File: src/hw/cache_pkg.sv
package cache_pkg;

	localparam int WORD_W      = 16;
	localparam int ADDR_W      = 16;
	localparam int MEM_WORDS   = 256;
	localparam int LINE_NUM    = 8;
	localparam int LINE_WORDS  = 4;
	localparam int TAG_W       = 11;
	localparam int INDEX_W     = 3;
	localparam int OFFS_W      = 2;
	localparam int MEM_LATENCY = 4;

	typedef logic [WORD_W-1:0] word_t;
	typedef logic [ADDR_W-1:0] addr_t;
	typedef logic [TAG_W-1:0] tag_t;
	typedef logic [INDEX_W-1:0] index_t;
	typedef word_t [LINE_WORDS-1:0] line_t;
	// tag joined with index
	typedef logic [TAG_W+INDEX_W-1:0] line_addr_t;

	typedef struct packed {
		addr_t addr;
	} ireq_t;

	typedef struct packed {
		addr_t addr;
		word_t wdata;
		logic  write;
	} dreq_t;

	typedef struct packed {
		line_addr_t line_addr;
		logic       write;
		line_t      line;
	} mem_req_t;

	// address splits into tag, index and word offset
	function automatic tag_t get_tag(addr_t a);
		return a[ADDR_W-1 -: TAG_W];
	endfunction

	function automatic index_t get_index(addr_t a);
		return a[OFFS_W +: INDEX_W];
	endfunction

	function automatic logic [OFFS_W-1:0] get_offs(addr_t a);
		return a[OFFS_W-1:0];
	endfunction

endpackage

File: src/hw/icache.sv
`timescale 1ns/10ps
module icache (
	input  logic                clk,
	input  logic                reset_n,
	input  logic                i_ireq_valid,
	input  cache_pkg::ireq_t    i_ireq,
	output logic                o_irsp_valid,
	output cache_pkg::word_t    o_irsp_data,
	output logic                o_ibusy,
	output logic                o_mem_req_valid,
	output cache_pkg::mem_req_t o_mem_req,
	input  logic                i_mem_done,
	input  cache_pkg::line_t    i_mem_line
);
	import cache_pkg::*;

	tag_t  tag_arr  [LINE_NUM];
	line_t data_arr [LINE_NUM];
	logic [LINE_NUM-1:0] valid_arr;

	tag_t   req_tag;
	index_t req_index;
	logic [OFFS_W-1:0] req_offs;
	logic   hit;
	logic   accept;
	logic   miss;
	index_t fill_index;
	tag_t   fill_tag;

	assign req_tag   = get_tag(i_ireq.addr);
	assign req_index = get_index(i_ireq.addr);
	assign req_offs  = get_offs(i_ireq.addr);
	assign hit       = valid_arr[req_index] && (tag_arr[req_index] == req_tag);
	assign accept    = i_ireq_valid && !o_ibusy && hit;
	assign miss      = i_ireq_valid && !o_ibusy && !hit;

	// the outstanding request still names the line being filled
	assign fill_index = o_mem_req.line_addr[INDEX_W-1:0];
	assign fill_tag   = o_mem_req.line_addr[INDEX_W +: TAG_W];

	always_ff @(posedge clk) begin
		if (!reset_n) begin
			valid_arr       <= '0;
			o_ibusy         <= 1'b0;
			o_irsp_valid    <= 1'b0;
			o_mem_req_valid <= 1'b0;
		end else begin
			o_irsp_valid    <= accept;
			o_mem_req_valid <= miss;
			if (miss) begin
				o_ibusy <= 1'b1;
			end else if (i_mem_done) begin
				o_ibusy <= 1'b0;
			end
			if (i_mem_done) begin
				valid_arr[fill_index] <= 1'b1;
			end
		end
	end

	always_ff @(posedge clk) begin
		if (accept) begin
			o_irsp_data <= data_arr[req_index][req_offs];
		end
		// read-only side, so every line request is a fetch
		if (miss) begin
			o_mem_req <= '{line_addr: {req_tag, req_index}, write: 1'b0, line: '0};
		end
		if (i_mem_done) begin
			tag_arr[fill_index]  <= fill_tag;
			data_arr[fill_index] <= i_mem_line;
		end
	end

endmodule

File: config.mk
export PLATFORM = sky130hd
export DESIGN_NAME = icache
export DESIGN_NICKNAME = d
export VERILOG_FILES = /design/src/hw/cache_pkg.sv /design/src/hw/icache.sv
export SDC_FILE = /design/constraint.sdc
export NUM_CORES = 1
export LEC_CHECK = 0
export BUFFER_PORTS_ARGS = -buffer_cell sky130_fd_sc_hd__buf_2
export CAP_MARGIN = 20
export CORE_MARGIN = 1.5
export CORE_UTILIZATION = 62
export CTS_BUF_LIST = sky130_fd_sc_hd__clkbuf_8
export CTS_CLUSTER_DIAMETER = 150
export DETAILED_ROUTE_END_ITERATION = 7
export PLACE_DENSITY_LB_ADDON = 0.3
export SLEW_MARGIN = 40
export SYNTH_ARGS = -nofsm -noshare
export SYNTH_HDL_FRONTEND = slang
export SYNTH_SLANG_ARGS = --single-unit
File: constraint.sdc
create_clock -name clk -period 7.5 [get_ports clk]
set_clock_uncertainty 0.1 [all_clocks]
set_input_delay 0.375 -clock clk [delete_from_list [all_inputs] [get_ports clk]]
set_output_delay 0.375 -clock clk [all_outputs]
set_load 0.01 [all_outputs]
Word-level counts from Yosys, hierarchy flattened
Memory sizes are Yosys's and may differ from the RTL's. Index checks and enable logic that the tools add are counted.

Register bits after elaboration: 41. RAM bits: 600. Input bits: 84. Output and inout port bits: 98. Logic and storage cells: 32. Memories: 2.

Order comparisons: 4. Equal/unequal tests: 1. Muxes and demuxes: 10. Bitwise gates (word level): 1. Reduce and logical (&&, ||, !) cells: 8.

Memory list: data_arr (words 8, bits a word 64, read ports 1, clocked after Yosys merged registers in 0, wr ports 1, line icache.sv:18) `line_t data_arr [LINE_NUM];`; tag_arr (words 8, bits a word 11, read ports 1, clocked after Yosys merged registers in 0, wr ports 1, line icache.sv:17) `tag_t tag_arr [LINE_NUM];`.

Operators by type and width (count): $bmux W16 S2 (1); $mux W16 (1); $eq A11 B11 Y1 (1); $lt A3 B4 Y1 const B (2); $or A8 B8 Y8 (1); $mux W1 (6); $logic_and A1 B1 Y1 (5); $bmux W1 S3 (1); $demux W1 S3 (1); $ge A3 B1 Y1 const B (1); $lt A2 B3 Y1 const B (1); $logic_not A1 Y1 (2); $reduce_bool A2 Y1 (1).

Depth between registers and ports, before layout
Word-level depth: 6. Gate-level depth with buffers: 9. Gate-level depth less buffers: 6.

Worst setup path before layout
Ideal clock, no wire load.

Path kind: register to register. Start point: register o_mem_req[65] in the netlist's numbering. End point: memory data_arr[0][0] in the netlist's numbering, enable pin. Setup time: 0.603 ns. Arrival: 5.786 ns. Required time: 6.797 ns. Slack: 1.011 ns. Stages on the path, launching flop included: 3. Buffers on the path: 0. Period minus slack after synthesis: 6.489 ns. Path through: edfxtp_1 > nand2b_1 > nor3_1.

RTL lines: start: declaration (line icache.sv:11) `output cache_pkg::mem_req_t o_mem_req,`; start signal: assignment (line icache.sv:67) `o_mem_req <= '{line_addr: {req_tag, req_index}, write: 1'b0, line: '0};`; end: declaration (line icache.sv:18).

Straight into the memory's write port.

Final worst setup path
Start point: input port i_ireq[3] in the netlist's numbering. End point: register o_mem_req[70] in the netlist's numbering, enable pin.

Word-level cells in the longest chain between the ends: 5. Elaborated cells on any way between the ends: 7. Those cells by class: 1 x eq/ne; 2 x mux; 3 x reduce/logical; 1 x memory.

RTL lines: start: declaration (line icache.sv:6) `input cache_pkg::ireq_t i_ireq,`; $mem_v2 Z8 W11 or $bmux W1 S3 (tied branches); $eq A11 B11 Y1 or $mux W1 (tied branches) (line icache.sv:33) `assign hit = valid_arr[req_index] && (tag_arr[req_index] == req_tag);`; $logic_and A1 B1 Y1 (*) (line icache.sv:33); $logic_not A1 Y1 (*) (line icache.sv:35) `assign miss = i_ireq_valid && !o_ibusy && !hit;`; $logic_and A1 B1 Y1 (*) (line icache.sv:35); via miss (line icache.sv:26) `logic miss;`.

The timed path passes the listed nets; every way through them passes the cells marked *. The select of a mux whose other input is x is not followed. A chain may end at the register's enable or synchronous reset.

==> results.toml <==
[outcome]
outcome = "finished, final reports clean"

[final_layout]
mostFrequentLayoutCells = "630 x edfxtp_1, 174 x mux4_2, 113 x buf_2, 103 x clkbuf_8, 77 x dlygate4sd3_1"
fillers = 2236
areaGrowthSynthToFinish_pct = 14.6
final_common_cell = "edfxtp_1"
finalNetCount = 1388
drive_above_1_share_pct = 33.3

[global_route]
grt_antenna_before_repair = 1
grt_start_max_net_pins = 91
grt_pass1_wl_mm = 74.5
grt_pass1_vias = 12157
globalRouteOverflowTotal = 0
grt_use_total_pct = 25.1

[worst_hold_path]
min_to = "o_ibusy"
worstHoldStart = "i_mem_done"
hp-class = "primary input to flip-flop"
hold_depth = 3

[worst_setup_path]
start_kind = "primary input"
worstReg2RegStart = "o_mem_req[65]"
critPathKind = "primary input to flip-flop"
endpoint_kind = "flip-flop"
reg2reg_to = "data_arr[0][50]"
r2r_cells = 4
r2r_slack_ns = 4.78
crit_required_ns = 7.73
critPathArrivalTime_ns = 3.37
critical_path_peak_fanout = 90

[floorplan]
initial_core_util_pct = 63.4
io_pins = 182
die-area_um2 = 41000
core_um2 = 38900
die_x_um = 203
die_y_um = 203
num_rows = 72

[clock_network]
numCtsBuffers = 97
clock_sinks = 641
cts_tree = "done"
cts_max_level = 3
insertion_delay_ns = 0.65
clk_pin_slew_ns = 0.06
cts-resized-gates = 0
cts.path.max_buffers = 3
cts_root_buf = "clkbuf_8"

[sta]
setup_viol = 0
worst_pin_slew_ns = 0.864
fin_tns_setup_ns = 0
slew_viol_final = 0
hold_viol_final = 0
post-route-period-util_pct = 41.8
rsz0062_at_grt = "false"
max_freq_mhz = 319
slew_headroom_pct = 42.4
finalCriticalPeriod_ns = 3.13

[place]
dpl.hpwl_mm = 26.9
gp_congestion = 0.768
io_buffer_count = 116

[power]
power_uw = 7100
power.density_nw_per_um2 = 251
ir_worst_vdd_v = 0.000206
p_leak_uw = 0.00942

[yosys]
avgSynthCellArea_um2 = 23.8
yosys_register_bits = 641
postSynthCellCount = 1036
syn_area_um2 = 24700
synth_top_family_by_area = "multiplexers"
yosysWarningCount = 0
synthAdderAreaFrac_pct = 0
yosysSeqAreaShare_pct = 77.6
synth_simple_gate_area_share_pct = 0.705
synth-xor-area-share_pct = 0.284
synth.area.mux_share_pct = 17.7
yosys.cell_types.count = 31
synth-compound-area-share_pct = 0.771

[drt]
drt_wl_total_mm = 49.7
route.vias.total = 11417
drc = 0
postRouteAntennaNets = 0
firstDrtPassIters = 5
drtIter0Drc = 925
via_per_inst = 6.03
wire_per_inst_um = 26.3

[run]
maxCapViolations = 0
per-layer routing:
metal	vias to the layer above	track usage [%]	share of wire [%]
met3	89	5.87	8.4
met5	-	0	0
met2	526	39.9	50
met4	0	7.01	1.9
met1	5985	35.9	40
li1	4817	-	-
synth_stat cells, drive strengths merged:
library cell / count / area, um2
edfxtp: 630 / 18900
mux4: 174 / 3920
buf: 100 / 689
mux2i: 23 / 230
mux2: 20 / 225
dfxtp: 11 / 220
clkbuf: 10 / 37.5
o21a: 8 / 60.1
nor2: 7 / 26.3
a22oi: 6 / 45.0
nand2b: 6 / 37.5
nand2: 5 / 18.8
nor3: 4 / 20.0
xnor2: 4 / 35.0
xor2: 4 / 35.0
a21o: 3 / 22.5
a221oi: 3 / 26.3
nand3: 3 / 15.0
a21oi: 2 / 10.0
and4: 2 / 17.5
nand4: 2 / 12.5
nor2b: 2 / 12.5
o22ai: 2 / 12.5
a211oi: 1 / 7.51
a31oi: 1 / 6.26
and2: 1 / 6.26
conb: 1 / 3.75
nand3b: 1 / 7.51
power breakdown:
group / switching [uW] / leakage [uW] / internal [uW]
combinational: 240 / 0.00261 / 195
sequential: 26.5 / 0.00582 / 4020
clock: 1260 / 0.000999 / 1360
worst max-delay path by stage:
| stage | from | end | slack [ns] | cells after the start |
|---|---|---|---|---|
| final | i_ireq[3] | o_mem_req[70] | 4.37 | 9 |
| after global placement | i_ireq[3] | o_mem_req[75] | 3.66 | 9 |
| after global routing | i_ireq[4] | o_irsp_data[0] | 4.15 | 9 |
| after floorplan | o_mem_req[65] | data_arr[0][0] | 1.01 | 2 |
| after CTS | i_ireq[3] | o_mem_req[70] | 4.40 | 9 |
| after detailed placement | i_ireq[3] | o_mem_req[68] | 3.74 | 9 |
stage by stage:
step | utilization (%) | hold slack, ns | area, um2 | std cells | worst slack, ns
finish | 72.7 | 0.0501 | 28300 | 1893 | 4.37
global route | 72.7 | 0.0476 | 28300 | 1892 | 4.15
CTS | 72.6 | 0.0190 | 28300 | 1891 | 4.40
detailed placement | 66.1 | 0.352 | 25700 | 1645 | 3.74
global placement | 65.9 | 0.345 | 25600 | 1642 | 3.66
floorplan | - | 0.335 | 24900 | 1100 | 1.01
cell type report:
cell class	instances	area [um2]	share of cell area, %
clock buffer	103	1420	5.01
timing repair buffer	215	1610	5.70
clock inverter	66	347	1.23
tap	518	648	2.29
antenna	1	2.50	0.00885
sequential	641	19100	67.7
multi-input combinational	349	5110	18.1
sequential cells by signal, summed over array words and instances (netlist names):
signal	count
data_arr	512
o_ibusy	1
o_mem_req_valid	1
o_irsp_data	16
valid_arr	8
o_irsp_valid	1
tag_arr	88
o_mem_req	14
critical path, cell delays in order:
cell and delay (ns):
buf_8 0.53, buf_4 0.78, nand2b_1 0.23, o22ai_1 0.10, a221oi_1 0.28, xnor2_1 0.14, and4_1 0.20, a21oi_1 0.31
buf_4 0.28
kinds of logic (layout without fill, tap and decap cells):
kind of cell,Yosys count,in the layout
and+or+nand+nor,33,33
muxes,217,217
AOI/OAI and AO/OA,26,26
other,1,66
DFF,641,641
xor gates and xnor gates,8,8
buffers and inverters,110,384
what timing repair did:
item / 4_1_cts / 5_1_grt
hold endpoints to repair: 534 / 0
hold buffers: 77 / 0
setup buffers: 0 / 0
Power figures use the tool's default switching activity.
