[src/hw/cache_pkg.sv]
package cache_pkg;

	localparam int WORD_W      = 16;
	localparam int ADDR_W      = 16;
	localparam int MEM_WORDS   = 256;
	localparam int LINE_NUM    = 8;
	localparam int LINE_WORDS  = 4;
	localparam int TAG_W       = 11;
	localparam int INDEX_W     = 3;
	localparam int OFFS_W      = 2;
	localparam int MEM_LATENCY = 4;

	typedef logic [WORD_W-1:0] word_t;
	typedef logic [ADDR_W-1:0] addr_t;
	typedef logic [TAG_W-1:0] tag_t;
	typedef logic [INDEX_W-1:0] index_t;
	typedef word_t [LINE_WORDS-1:0] line_t;
	// tag joined with index
	typedef logic [TAG_W+INDEX_W-1:0] line_addr_t;

	typedef struct packed {
		addr_t addr;
	} ireq_t;

	typedef struct packed {
		addr_t addr;
		word_t wdata;
		logic  write;
	} dreq_t;

	typedef struct packed {
		line_addr_t line_addr;
		logic       write;
		line_t      line;
	} mem_req_t;

	// address splits into tag, index and word offset
	function automatic tag_t get_tag(addr_t a);
		return a[ADDR_W-1 -: TAG_W];
	endfunction

	function automatic index_t get_index(addr_t a);
		return a[OFFS_W +: INDEX_W];
	endfunction

	function automatic logic [OFFS_W-1:0] get_offs(addr_t a);
		return a[OFFS_W-1:0];
	endfunction

endpackage

[src/hw/dcache.sv]
`timescale 1ns/10ps
module dcache (
	input  logic                clk,
	input  logic                reset_n,
	input  logic                i_dreq_valid,
	input  cache_pkg::dreq_t    i_dreq,
	output logic                o_drsp_valid,
	output cache_pkg::word_t    o_drsp_data,
	output logic                o_dbusy,
	output logic                o_mem_req_valid,
	output cache_pkg::mem_req_t o_mem_req,
	input  logic                i_mem_done,
	input  cache_pkg::line_t    i_mem_line
);
	import cache_pkg::*;

	tag_t  tag_arr  [LINE_NUM];
	line_t data_arr [LINE_NUM];
	logic [LINE_NUM-1:0] valid_arr;
	logic [LINE_NUM-1:0] dirty_arr;

	tag_t   req_tag;
	index_t req_index;
	logic [OFFS_W-1:0] req_offs;
	logic   hit;
	logic   accept;
	logic   miss;
	logic   victim_dirty;
	index_t fill_index;
	tag_t   fill_tag;
	logic   wb_done;
	logic   refill_done;

	assign req_tag   = get_tag(i_dreq.addr);
	assign req_index = get_index(i_dreq.addr);
	assign req_offs  = get_offs(i_dreq.addr);
	assign hit       = valid_arr[req_index] && (tag_arr[req_index] == req_tag);
	assign accept    = i_dreq_valid && !o_dbusy && hit;
	assign miss      = i_dreq_valid && !o_dbusy && !hit;

	assign victim_dirty = valid_arr[req_index] && dirty_arr[req_index];

	assign fill_index  = o_mem_req.line_addr[INDEX_W-1:0];
	assign fill_tag    = o_mem_req.line_addr[INDEX_W +: TAG_W];
	assign wb_done     = i_mem_done && o_mem_req.write;
	assign refill_done = i_mem_done && !o_mem_req.write;

	always_ff @(posedge clk) begin
		if (!reset_n) begin
			valid_arr       <= '0;
			dirty_arr       <= '0;
			o_dbusy         <= 1'b0;
			o_drsp_valid    <= 1'b0;
			o_mem_req_valid <= 1'b0;
		end else begin
			// a write hit answers with a plain ack
			o_drsp_valid    <= accept;
			o_mem_req_valid <= miss;
			if (miss) begin
				o_dbusy <= 1'b1;
			end else if (i_mem_done) begin
				o_dbusy <= 1'b0;
			end

			if (accept && i_dreq.write) begin
				dirty_arr[req_index] <= 1'b1;
			end
			// after a writeback the line stays valid but clean,
			// and the held request misses again into a refill
			if (wb_done) begin
				dirty_arr[fill_index] <= 1'b0;
			end
			if (refill_done) begin
				valid_arr[fill_index] <= 1'b1;
				dirty_arr[fill_index] <= 1'b0;
			end
		end
	end

	always_ff @(posedge clk) begin
		if (accept) begin
			o_drsp_data <= data_arr[req_index][req_offs];
			if (i_dreq.write) begin
				data_arr[req_index][req_offs] <= i_dreq.wdata;
			end
		end

		if (miss) begin
			if (victim_dirty) begin
				// old line goes back to its own address
				o_mem_req <= '{
					line_addr: {tag_arr[req_index], req_index},
					write:     1'b1,
					line:      data_arr[req_index]
				};
			end else begin
				o_mem_req <= '{line_addr: {req_tag, req_index}, write: 1'b0, line: '0};
			end
		end

		if (refill_done) begin
			tag_arr[fill_index]  <= fill_tag;
			data_arr[fill_index] <= i_mem_line;
		end
	end

endmodule

[config.mk]
export PLATFORM = sky130hd
export DESIGN_NAME = dcache
export DESIGN_NICKNAME = d
export VERILOG_FILES = /design/src/hw/cache_pkg.sv /design/src/hw/dcache.sv
export SDC_FILE = /design/constraint.sdc
export NUM_CORES = 1
export LEC_CHECK = 0
export BUFFER_PORTS_ARGS = -buffer_cell sky130_fd_sc_hd__buf_2
export CORE_MARGIN = 2
export CORE_UTILIZATION = 40
export DETAILED_ROUTE_END_ITERATION = 12
export PLACE_DENSITY = 0.66
export SYNTH_ARGS = -nofsm -noshare
export SYNTH_HDL_FRONTEND = slang
export SYNTH_SLANG_ARGS = --single-unit
[constraint.sdc]
create_clock -name clk -period 7.25 [get_ports clk]
set_clock_uncertainty 0.05 [all_clocks]
set_input_delay 1.45 -clock clk [delete_from_list [all_inputs] [get_ports clk]]
set_output_delay 1.45 -clock clk [all_outputs]
set_load 0.005 [all_outputs]
======== Word level (Yosys, flattened, before mapping) ========
Memories as Yosys holds them, arrays and structs flattened.
Index checks and enable logic that the tools add are counted.
word-level totals
  register bits ........................... 114
  memory bits (writable) .................. 600
  output and inout port bits .............. 98
  memories kept ........................... 2
cells by class
  magnitude comparators ................... 6
  equal/unequal tests ..................... 1
  mux-type cells .......................... 25
  bitwise logic cells ..................... 5
  reductions and logical operators ........ 15
memories
  name      words  bits a word  read ports  clocked after memory_dff  write ports  RTL line      source
  data_arr  8      64           1           0                         2            dcache.sv:18  line_t data_arr [LINE_NUM];
  tag_arr   8      11           1           0                         1            dcache.sv:17  tag_t tag_arr [LINE_NUM];
operators with widths
  kind                                                                                  number
  79-bit 2-to-1 mux                                                                     1
  64-bit 2-to-1 mux                                                                     1
  8-bit 2-to-1 mux                                                                      5
  16-bit binary-select mux with 2-bit select                                            1
  16-bit demux with 2-bit select                                                        1
  16-bit 2-to-1 mux                                                                     2
  8-bit AND                                                                             2
  8-bit OR                                                                              2
  11-bit equality test                                                                  1
  1-bit logical AND                                                                     11
  1-bit 2-to-1 mux                                                                      10
  3-bit by 4-bit less-than comparator with 1-bit output (second input constant)         2
  8-bit NOT                                                                             1
  1-bit binary-select mux with 3-bit select                                             2
  1-bit demux with 3-bit select                                                         2
  3-bit by 1-bit greater-or-equal comparator with 1-bit output (second input constant)  2
  1-bit logical NOT                                                                     3
  2-bit by 3-bit less-than comparator with 1-bit output (second input constant)         1
  2-bit by 1-bit greater-or-equal comparator with 1-bit output (second input constant)  1
  2-bit nonzero test                                                                    1

======== Depth between registers and ports, before layout ========
Gate-level depths: netlist of the first run.
  word-level depth ........................ 12
  mapped depth ............................ 12
  depth with buffers taken out ............ 7

======== Least setup slack after synthesis of the first run ========
Ideal clock, no wire load.
  path kind ............................... in2reg
  start point ............................. input i_dreq[20] in the netlist's numbering
  end point ............................... register o_mem_req[0] in the netlist's numbering (enable)
  library setup time ...................... 0.446 ns
  arrival ................................. 4.696 ns
  data required time ...................... 6.754 ns
  path slack .............................. 2.058 ns
  cell stages on the path ................. 8
  path through ............................ buf_6 -> buf_8 -> mux4_2 -> mux2i_1 -> xor2_1 -> and3_1 -> nand4_2 -> and2_1
on the way
  word-level cells in the longest chain between the ends .. 5
  elaborated cells on any way between the ends .. 7
  classes of those cells .................. 1 x eq/ne; 2 x mux; 3 x reduce/logical; 1 x memory
ends and longest elaborated chain
  item                                                                                 RTL line      source
  start, declared                                                                      dcache.sv:6   input cache_pkg::dreq_t i_dreq,
  memory read 8 x 11 bit or 1-bit binary-select mux with 3-bit select (tied branches)  n/a
  11-bit equality test or 1-bit 2-to-1 mux (tied branches)                             dcache.sv:37  assign hit = valid_arr[req_index] && (tag_arr[req_index] == req_tag);
  1-bit logical AND (*)                                                                dcache.sv:37
  1-bit logical NOT (*)                                                                dcache.sv:39  assign miss = i_dreq_valid && !o_dbusy && !hit;
  1-bit logical AND (*)                                                                dcache.sv:39
  named net miss                                                                       dcache.sv:27  logic miss;
  end signal, assigned                                                                 dcache.sv:91  o_mem_req <= '{
  end signal, assigned                                                                 dcache.sv:97  o_mem_req <= '{line_addr: {req_tag, req_index}, write: 1'b0, line: '0};
  end, declared                                                                        dcache.sv:11  output cache_pkg::mem_req_t o_mem_req,
Mark *: on every way through the listed nets, which the timed path passes. The rest lies on a longest branch. The select of a mux whose other input is x is not followed.
A chain may end at the register's enable or synchronous reset.

==> results of run 1 <==
-- cells by family after synthesis --
kind of cell,Yosys count,share of synthesized area [%]
flops,714,64.74
mux,153,6.785
compound gates,581,12.77
buf+inv,254,3.789
simple gates,904,11.62
xor+xnor,11,0.2935
-- stage by stage --
step / instance area (µm²) / utilization (%) / worst slack, ps
after detailed placement: 34780 / 42.57 / 1561
after global routing: 37100 / 45.40 / 1913
after global placement: 34780 / 42.57 / 1558
final: 37110 / 45.41 / 2031
after floorplan: 32820 / - / 2058
after CTS: 37090 / 45.39 / 2214
-- power groups by stage --
stage / combinational, W / sequential [W] / clock, W
after global placement: 0.000857 / 0.00475 / 0
after CTS: 0.000866 / 0.00466 / 0.00374
after global routing: 0.000931 / 0.00467 / 0.00390
after floorplan: 0.000481 / 0.00474 / 0
final: 0.000908 / 0.00466 / 0.00375
after detailed placement: 0.000862 / 0.00475 / 0
-- cells in the mapped netlist (45+ instances only) --
library cell,instances,area share (%)
buf_4,54,1.2
o21ai_1,45,0.69
nand2_1,693,7.9
a221oi_1,54,1.4
a22oi_1,65,1.5
edfxtp_1,695,64
and2_1,77,1.5
mux4_2,49,3.4
mux2_2,54,1.9
clkbuf_1,106,1.2
nor2_1,45,0.51
a21o_1,261,6.0
mux2i_1,47,1.4
-- state kept, by name, summed over array words and instances (netlist names) --
register,count
tag_arr,88
data_arr,512
o_drsp_valid,1
o_mem_req,79
dirty_arr,8
o_drsp_data,16
o_mem_req_valid,1
valid_arr,8
o_dbusy,1
-- worst min-delay path by stage --
stage                            start           end  slack (ps)
final                     valid_arr[0]  valid_arr[0]         420
after global routing      valid_arr[6]  valid_arr[6]         440
after CTS                 valid_arr[6]  valid_arr[6]         420
after detailed placement  valid_arr[6]  valid_arr[6]         400
after global placement    valid_arr[4]  valid_arr[4]         390
after floorplan           valid_arr[2]  valid_arr[2]         390
-- area by class of cell --
cell class	instances	area, µm²	share of cell area [%]
clock buffers	93	1996	5.378
repair buffers	278	1615	4.353
diodes	7	17.52	0.04720
well taps	1070	1339	3.608
flip-flops and latches	714	21250	57.26
inverters	23	86.33	0.2326
multi-input cells	1649	10490	28.28
clock inverters	35	311.5	0.8395
-- routing by layer --
metal | up-vias | global-route usage (%) | part of all wire (%)
met3 | 429 | 11.19 | 16
met2 | 2275 | 45.22 | 43
met5 | - | 0 | 0.14
met4 | 28 | 14.31 | 5.1
li1 | 9834 | - | -
met1 | 12140 | 41.04 | 37
==> flow_summary.yaml, run 1 <==
outcome:
  status: "complete, no violations"
power:
  pwr-share-clk_pct: 40.2
  p_int_w: 0.007016
  seq_power_share_pct: 50.0
  power_w: 0.009322
  power.switching_w: 0.002306
  power_density_nw_per_um2: 251.2
  p_comb_share_pct: 9.7
  leakagePower_nw: 14.31
  switching_share_pct: 24.74
  ir_drop_v: 0.0001353
synthesis:
  syn_avg_cell_area_um2: 12.54
  ys_ff_latch: 714
  synthDistinctLibCells: 58
  syn_area_um2: 32820
  synth_edf_count: 695
  syn_inst: 2617
  synthFlopType: "edfxtp_1"
  ys_async_sr_fraction_pct: 0
  yosysWarningCount: 0
  seq_area_frac_synth_pct: 64.74
  synth_nets: 2718
route:
  drt-initial-drc-count: 4754
  antenna_left: 0
  drc_errors: 0
  via_count: 24700
  vias_per_cell: 6.385
  first_pass_iters: 6
  wl_per_cell_um: 34.39
  drt_wl_total_um: 133000
floorplanning:
  start_util_pct: 40.17
  die_x_um: 290.5
  rows: 105
  coreArea_um2: 81720
  die_h_um: 290.5
  dieArea_um2: 84360
  io_pins: 199
timing:
  slew_violations: 0
  slew_headroom_pct: 11.06
  hold_slack_ps: 416.2
  fin_setup_tns_ps: 0
  period_minus_slack_ps: 5219
  rsz0062_at_grt: "no"
  tightest_slew_ps: 1334
  hold_viol: 0
  period_share_pct: 71.98
  max_freq_ghz: 0.1916
  setup_violations: 0
critical_path:
  critical_path_cell_count: 10
  r2r_cells: 9
  cp_slowest_cell: "nor2_2"
  worstSetupStartpoint: "i_dreq[20]"
  cp_num_buf_inv: 4
  worst_path_most_repeated_cell: "buf_4"
  crit_family: "simple AND/OR/NAND/NOR gates"
  crit_type: "in2reg"
  r2r-end: "data_arr[1][46]"
  cp_slowest_stage_delay_ps: 840
  required_ps: 7500
  regToRegSetupSlack_ps: 3680
  path_cells: "buf_4, inv_2, nor2_2, a221oi_1, xor2_1, nor4_2, nand4_2, buf_4, o21ai_2, buf_4"
  cp_max_fo: 39
  crit_path_start_kind: "input pin"
  cp-endpoint: "data_arr[1][46]"
  cp.arrival_ps: 5470
  r2r-start: "tag_arr[6][8]"
  worst_setup_path_end_kind: "flip-flop"
clock_tree:
  cts_tree: "yes"
  cts_resized: 0
  post_cts.repair.setup_buffers: 0
  root_buffer: "clkbuf_16"
  cts_hold_buf: 0
  clockBufferDepth: 3
  cts.sinks: 714
  ctsHtreeMaxLevel: 3
  path_clk_slew_ps: 70
  clk_latency_ps: 630
  cts_made_buffers: 72
placed_design:
  place_congestion: 0.9935
  dpl.hpwl_um: 89100
  numPlacedInstances: 3734
  io_buffers: 198
cells_and_area:
  syn_to_final_growth_pct: 13.06
  final_nets: 2839
  final_common_cell: "edfxtp_1"
  fillers: 7249
  fin_cells: 3869
  layout_common_cells: "edfxtp_1 (695), nand2_1 (693), a21o_1 (261), buf_2 (195), buf_4 (81)"
  drive_above_1_share_pct: 19.81
global_route:
  grtUsageTotal_pct: 30.91
  overflow: 0
  grt_max_degree: 68
  grt_pass1_wl_um: 182300
  grt_pass1_vias: 23350
  antenna_found_initial: 21
min_path:
  hp-class: "reg2reg"
  min_path_cells: 1
run:
  cap_violations: 0
(Power assumes the default switching activity.)
==> inputs of run 2 (changes only) <==
--- a/config.mk
+++ b/config.mk
@@ -9,7 +9,7 @@
 export CORE_MARGIN = 2
 export CORE_UTILIZATION = 40
 export DETAILED_ROUTE_END_ITERATION = 12
-export PLACE_DENSITY = 0.66
+export PLACE_DENSITY = 0.68
 export SYNTH_ARGS = -nofsm -noshare
 export SYNTH_HDL_FRONTEND = slang
 export SYNTH_SLANG_ARGS = --single-unit
==> constraint.sdc (replaced) <==
create_clock -name clk -period 4.6 [get_ports clk]
set_clock_uncertainty 0.05 [all_clocks]
set_input_delay 0.92 -clock clk [delete_from_list [all_inputs] [get_ports clk]]
set_output_delay 0.92 -clock clk [all_outputs]
set_load 0.005 [all_outputs]
==> flow_summary.yaml, run 2 (synthesized netlist as in run 1, its figures left out) <==
outcome:
  status: "complete, no violations"
critical_path:
  worst_path_most_repeated_cell: "buf_4"
  worst_setup_path_end_kind: "flip-flop"
  cp_num_buf_inv: 2
  critical_path_cell_count: 6
  cp.arrival_ps: 4070
  r2r-start: "tag_arr[5][2]"
  crit_family: "buffers and inverters"
  r2r-end: "data_arr[3][2]"
  crit_path_start_kind: "input pin"
  cp_slowest_cell: "nor2b_2"
  r2r_cells: 8
  cp_max_fo: 39
  cp_slowest_stage_delay_ps: 860
  path_cells: "buf_4, buf_4, nor2b_2, a221oi_1, o21ai_0, mux4_2"
  crit_type: "in2reg"
  regToRegSetupSlack_ps: 1470
  required_ps: 5070
timing:
  hold_slack_ps: 414.5
  rsz0062_at_grt: "no"
  fin_ws_ps: 997.8
  setup_violations: 0
  period_share_pct: 78.31
  tightest_slew_ps: 1332
  fin_setup_tns_ps: 0
  max_freq_ghz: 0.2776
  hold_viol: 0
  slew_headroom_pct: 10.85
  slew_violations: 0
  period_minus_slack_ps: 3602
power:
  power_density_nw_per_um2: 391.6
  leakagePower_nw: 14.83
  ir_drop_v: 0.0002940
  power_w: 0.01490
placed_design:
  io_buffers: 198
  dpl.hpwl_um: 86180
  place_congestion: 0.9803
  numPlacedInstances: 3821
  place_ws_ps: 502.6
min_path:
  min_path_cells: 1
  min_to: "valid_arr[7]"
  holdCritStartpoint: "valid_arr[7]"
  hp-class: "reg2reg"
cells_and_area:
  regMostFlops: "data_arr"
  fin_cells: 3955
  layout_common_cells: "edfxtp_1 (695), nand2_1 (693), a21o_1 (261), buf_2 (195), buf_4 (151)"
  reg_top3: "data_arr x512, tag_arr x88, o_mem_req x79"
  drive_above_1_share_pct: 22.24
  syn_to_final_growth_pct: 15.91
  largest_reg_flops: 512
  final_nets: 2925
  final_common_cell: "edfxtp_1"
clock_tree:
  cts.sinks: 714
  clockBufferDepth: 3
  cts_resized: 0
  ctsHtreeMaxLevel: 3
  cts_made_buffers: 71
  root_buffer: "clkbuf_16"
  cts_hold_buf: 0
  path_clk_slew_ps: 70
  clk_latency_ps: 660
  post_cts.repair.setup_buffers: 0
  cts_tree: "yes"
global_route:
  grt_pass1_wl_um: 176500
  overflow: 0
  antenna_found_initial: 18
  grtUsageTotal_pct: 29.64
  grt_max_degree: 73
  grt_pass1_vias: 23410
route:
  drc_errors: 0
  first_pass_iters: 6
  drt-initial-drc-count: 4118
  via_count: 24860
  vias_per_cell: 6.286
  wl_per_cell_um: 32.25
  antenna_left: 0
  drt_wl_total_um: 127600
floorplanning:
  start_util_pct: 40.17
  die_h_um: 290.5
  io_pins: 199
  die_x_um: 290.5
  dieArea_um2: 84360
  rows: 105
  coreArea_um2: 81720
run:
  cap_violations: 0
[run 2: cell types whose count changed in the layout (fill, tap and decap cells not counted), sizes merged]
cell	before	now
bufinv	5	10
clkinv	25	32
clkinvlp	3	5
diode	7	3
buf	278	365
inv	25	22
clkbuf	93	85
[run 2: metal layers]
| metal | share of wire [%] | vias up | track usage, % | wire length, µm |
|---|---|---|---|---|
| li1 | - | 10030 | - | - |
| met3 | 15 | 452 | 9.055 | 19030 |
| met5 | 0.19 | - | 1.191 | 236 |
| met1 | 35 | 12150 | 38.61 | 44720 |
| met4 | 6.2 | 18 | 15.18 | 7952 |
| met2 | 44 | 2214 | 44.70 | 55630 |
[run 2: per-stage QoR]
stage,instance area [µm²],util (%)
2_1_floorplan,32820,-
6_report,38040,46.56
5_1_grt,38040,46.55
3_3_place_gp,35650,43.62
3_5_place_dp,35660,43.64
4_1_cts,38040,46.55
[run 2: report_power, final]
group	total [W]	switching (W)	internal, W	leakage (nW)
Combinational	0.00145	0.000985	0.000462	7.17
Clock	0.00611	0.00264	0.00346	1.14
Sequential	0.00734	0.0000490	0.00729	6.51
Total	0.0149	0.00368	0.0112	14.8
[run 2: worst max-delay path by stage]
stage | to | slack, ps | from
final | o_drsp_data[3] | 1000 | i_dreq[20]
after global routing | data_arr[3][3] | 920 | i_dreq[20]
after CTS | data_arr[3][3] | 1120 | i_dreq[20]
after detailed placement | data_arr[3][1] | 500 | i_dreq[20]
after global placement | o_drsp_data[0] | 460 | i_dreq[20]
after floorplan | o_drsp_data[0] | 220 | i_dreq[19]
[run 2: final cells by class]
class / count / area (µm²)
Inverter: 23 / 91.34
Tap cell: 1070 / 1339
Clock buffer: 85 / 1851
Multi-Input combinational cell: 1649 / 10500
Fill cell: 7273 / 43670
Clock inverter: 46 / 529.3
Sequential cell: 714 / 21250
Timing Repair Buffer: 365 / 2472
Antenna cell: 3 / 7.507
[run 2: worst register-to-register path, delay by kind of cell, from the launching register on]
kind            cells  cell delay, ps
compound gates      2             710
xor+xnor            1             290
simple gates        2             440
mux                 1             470
buf+inv             2             510
flops               1             370
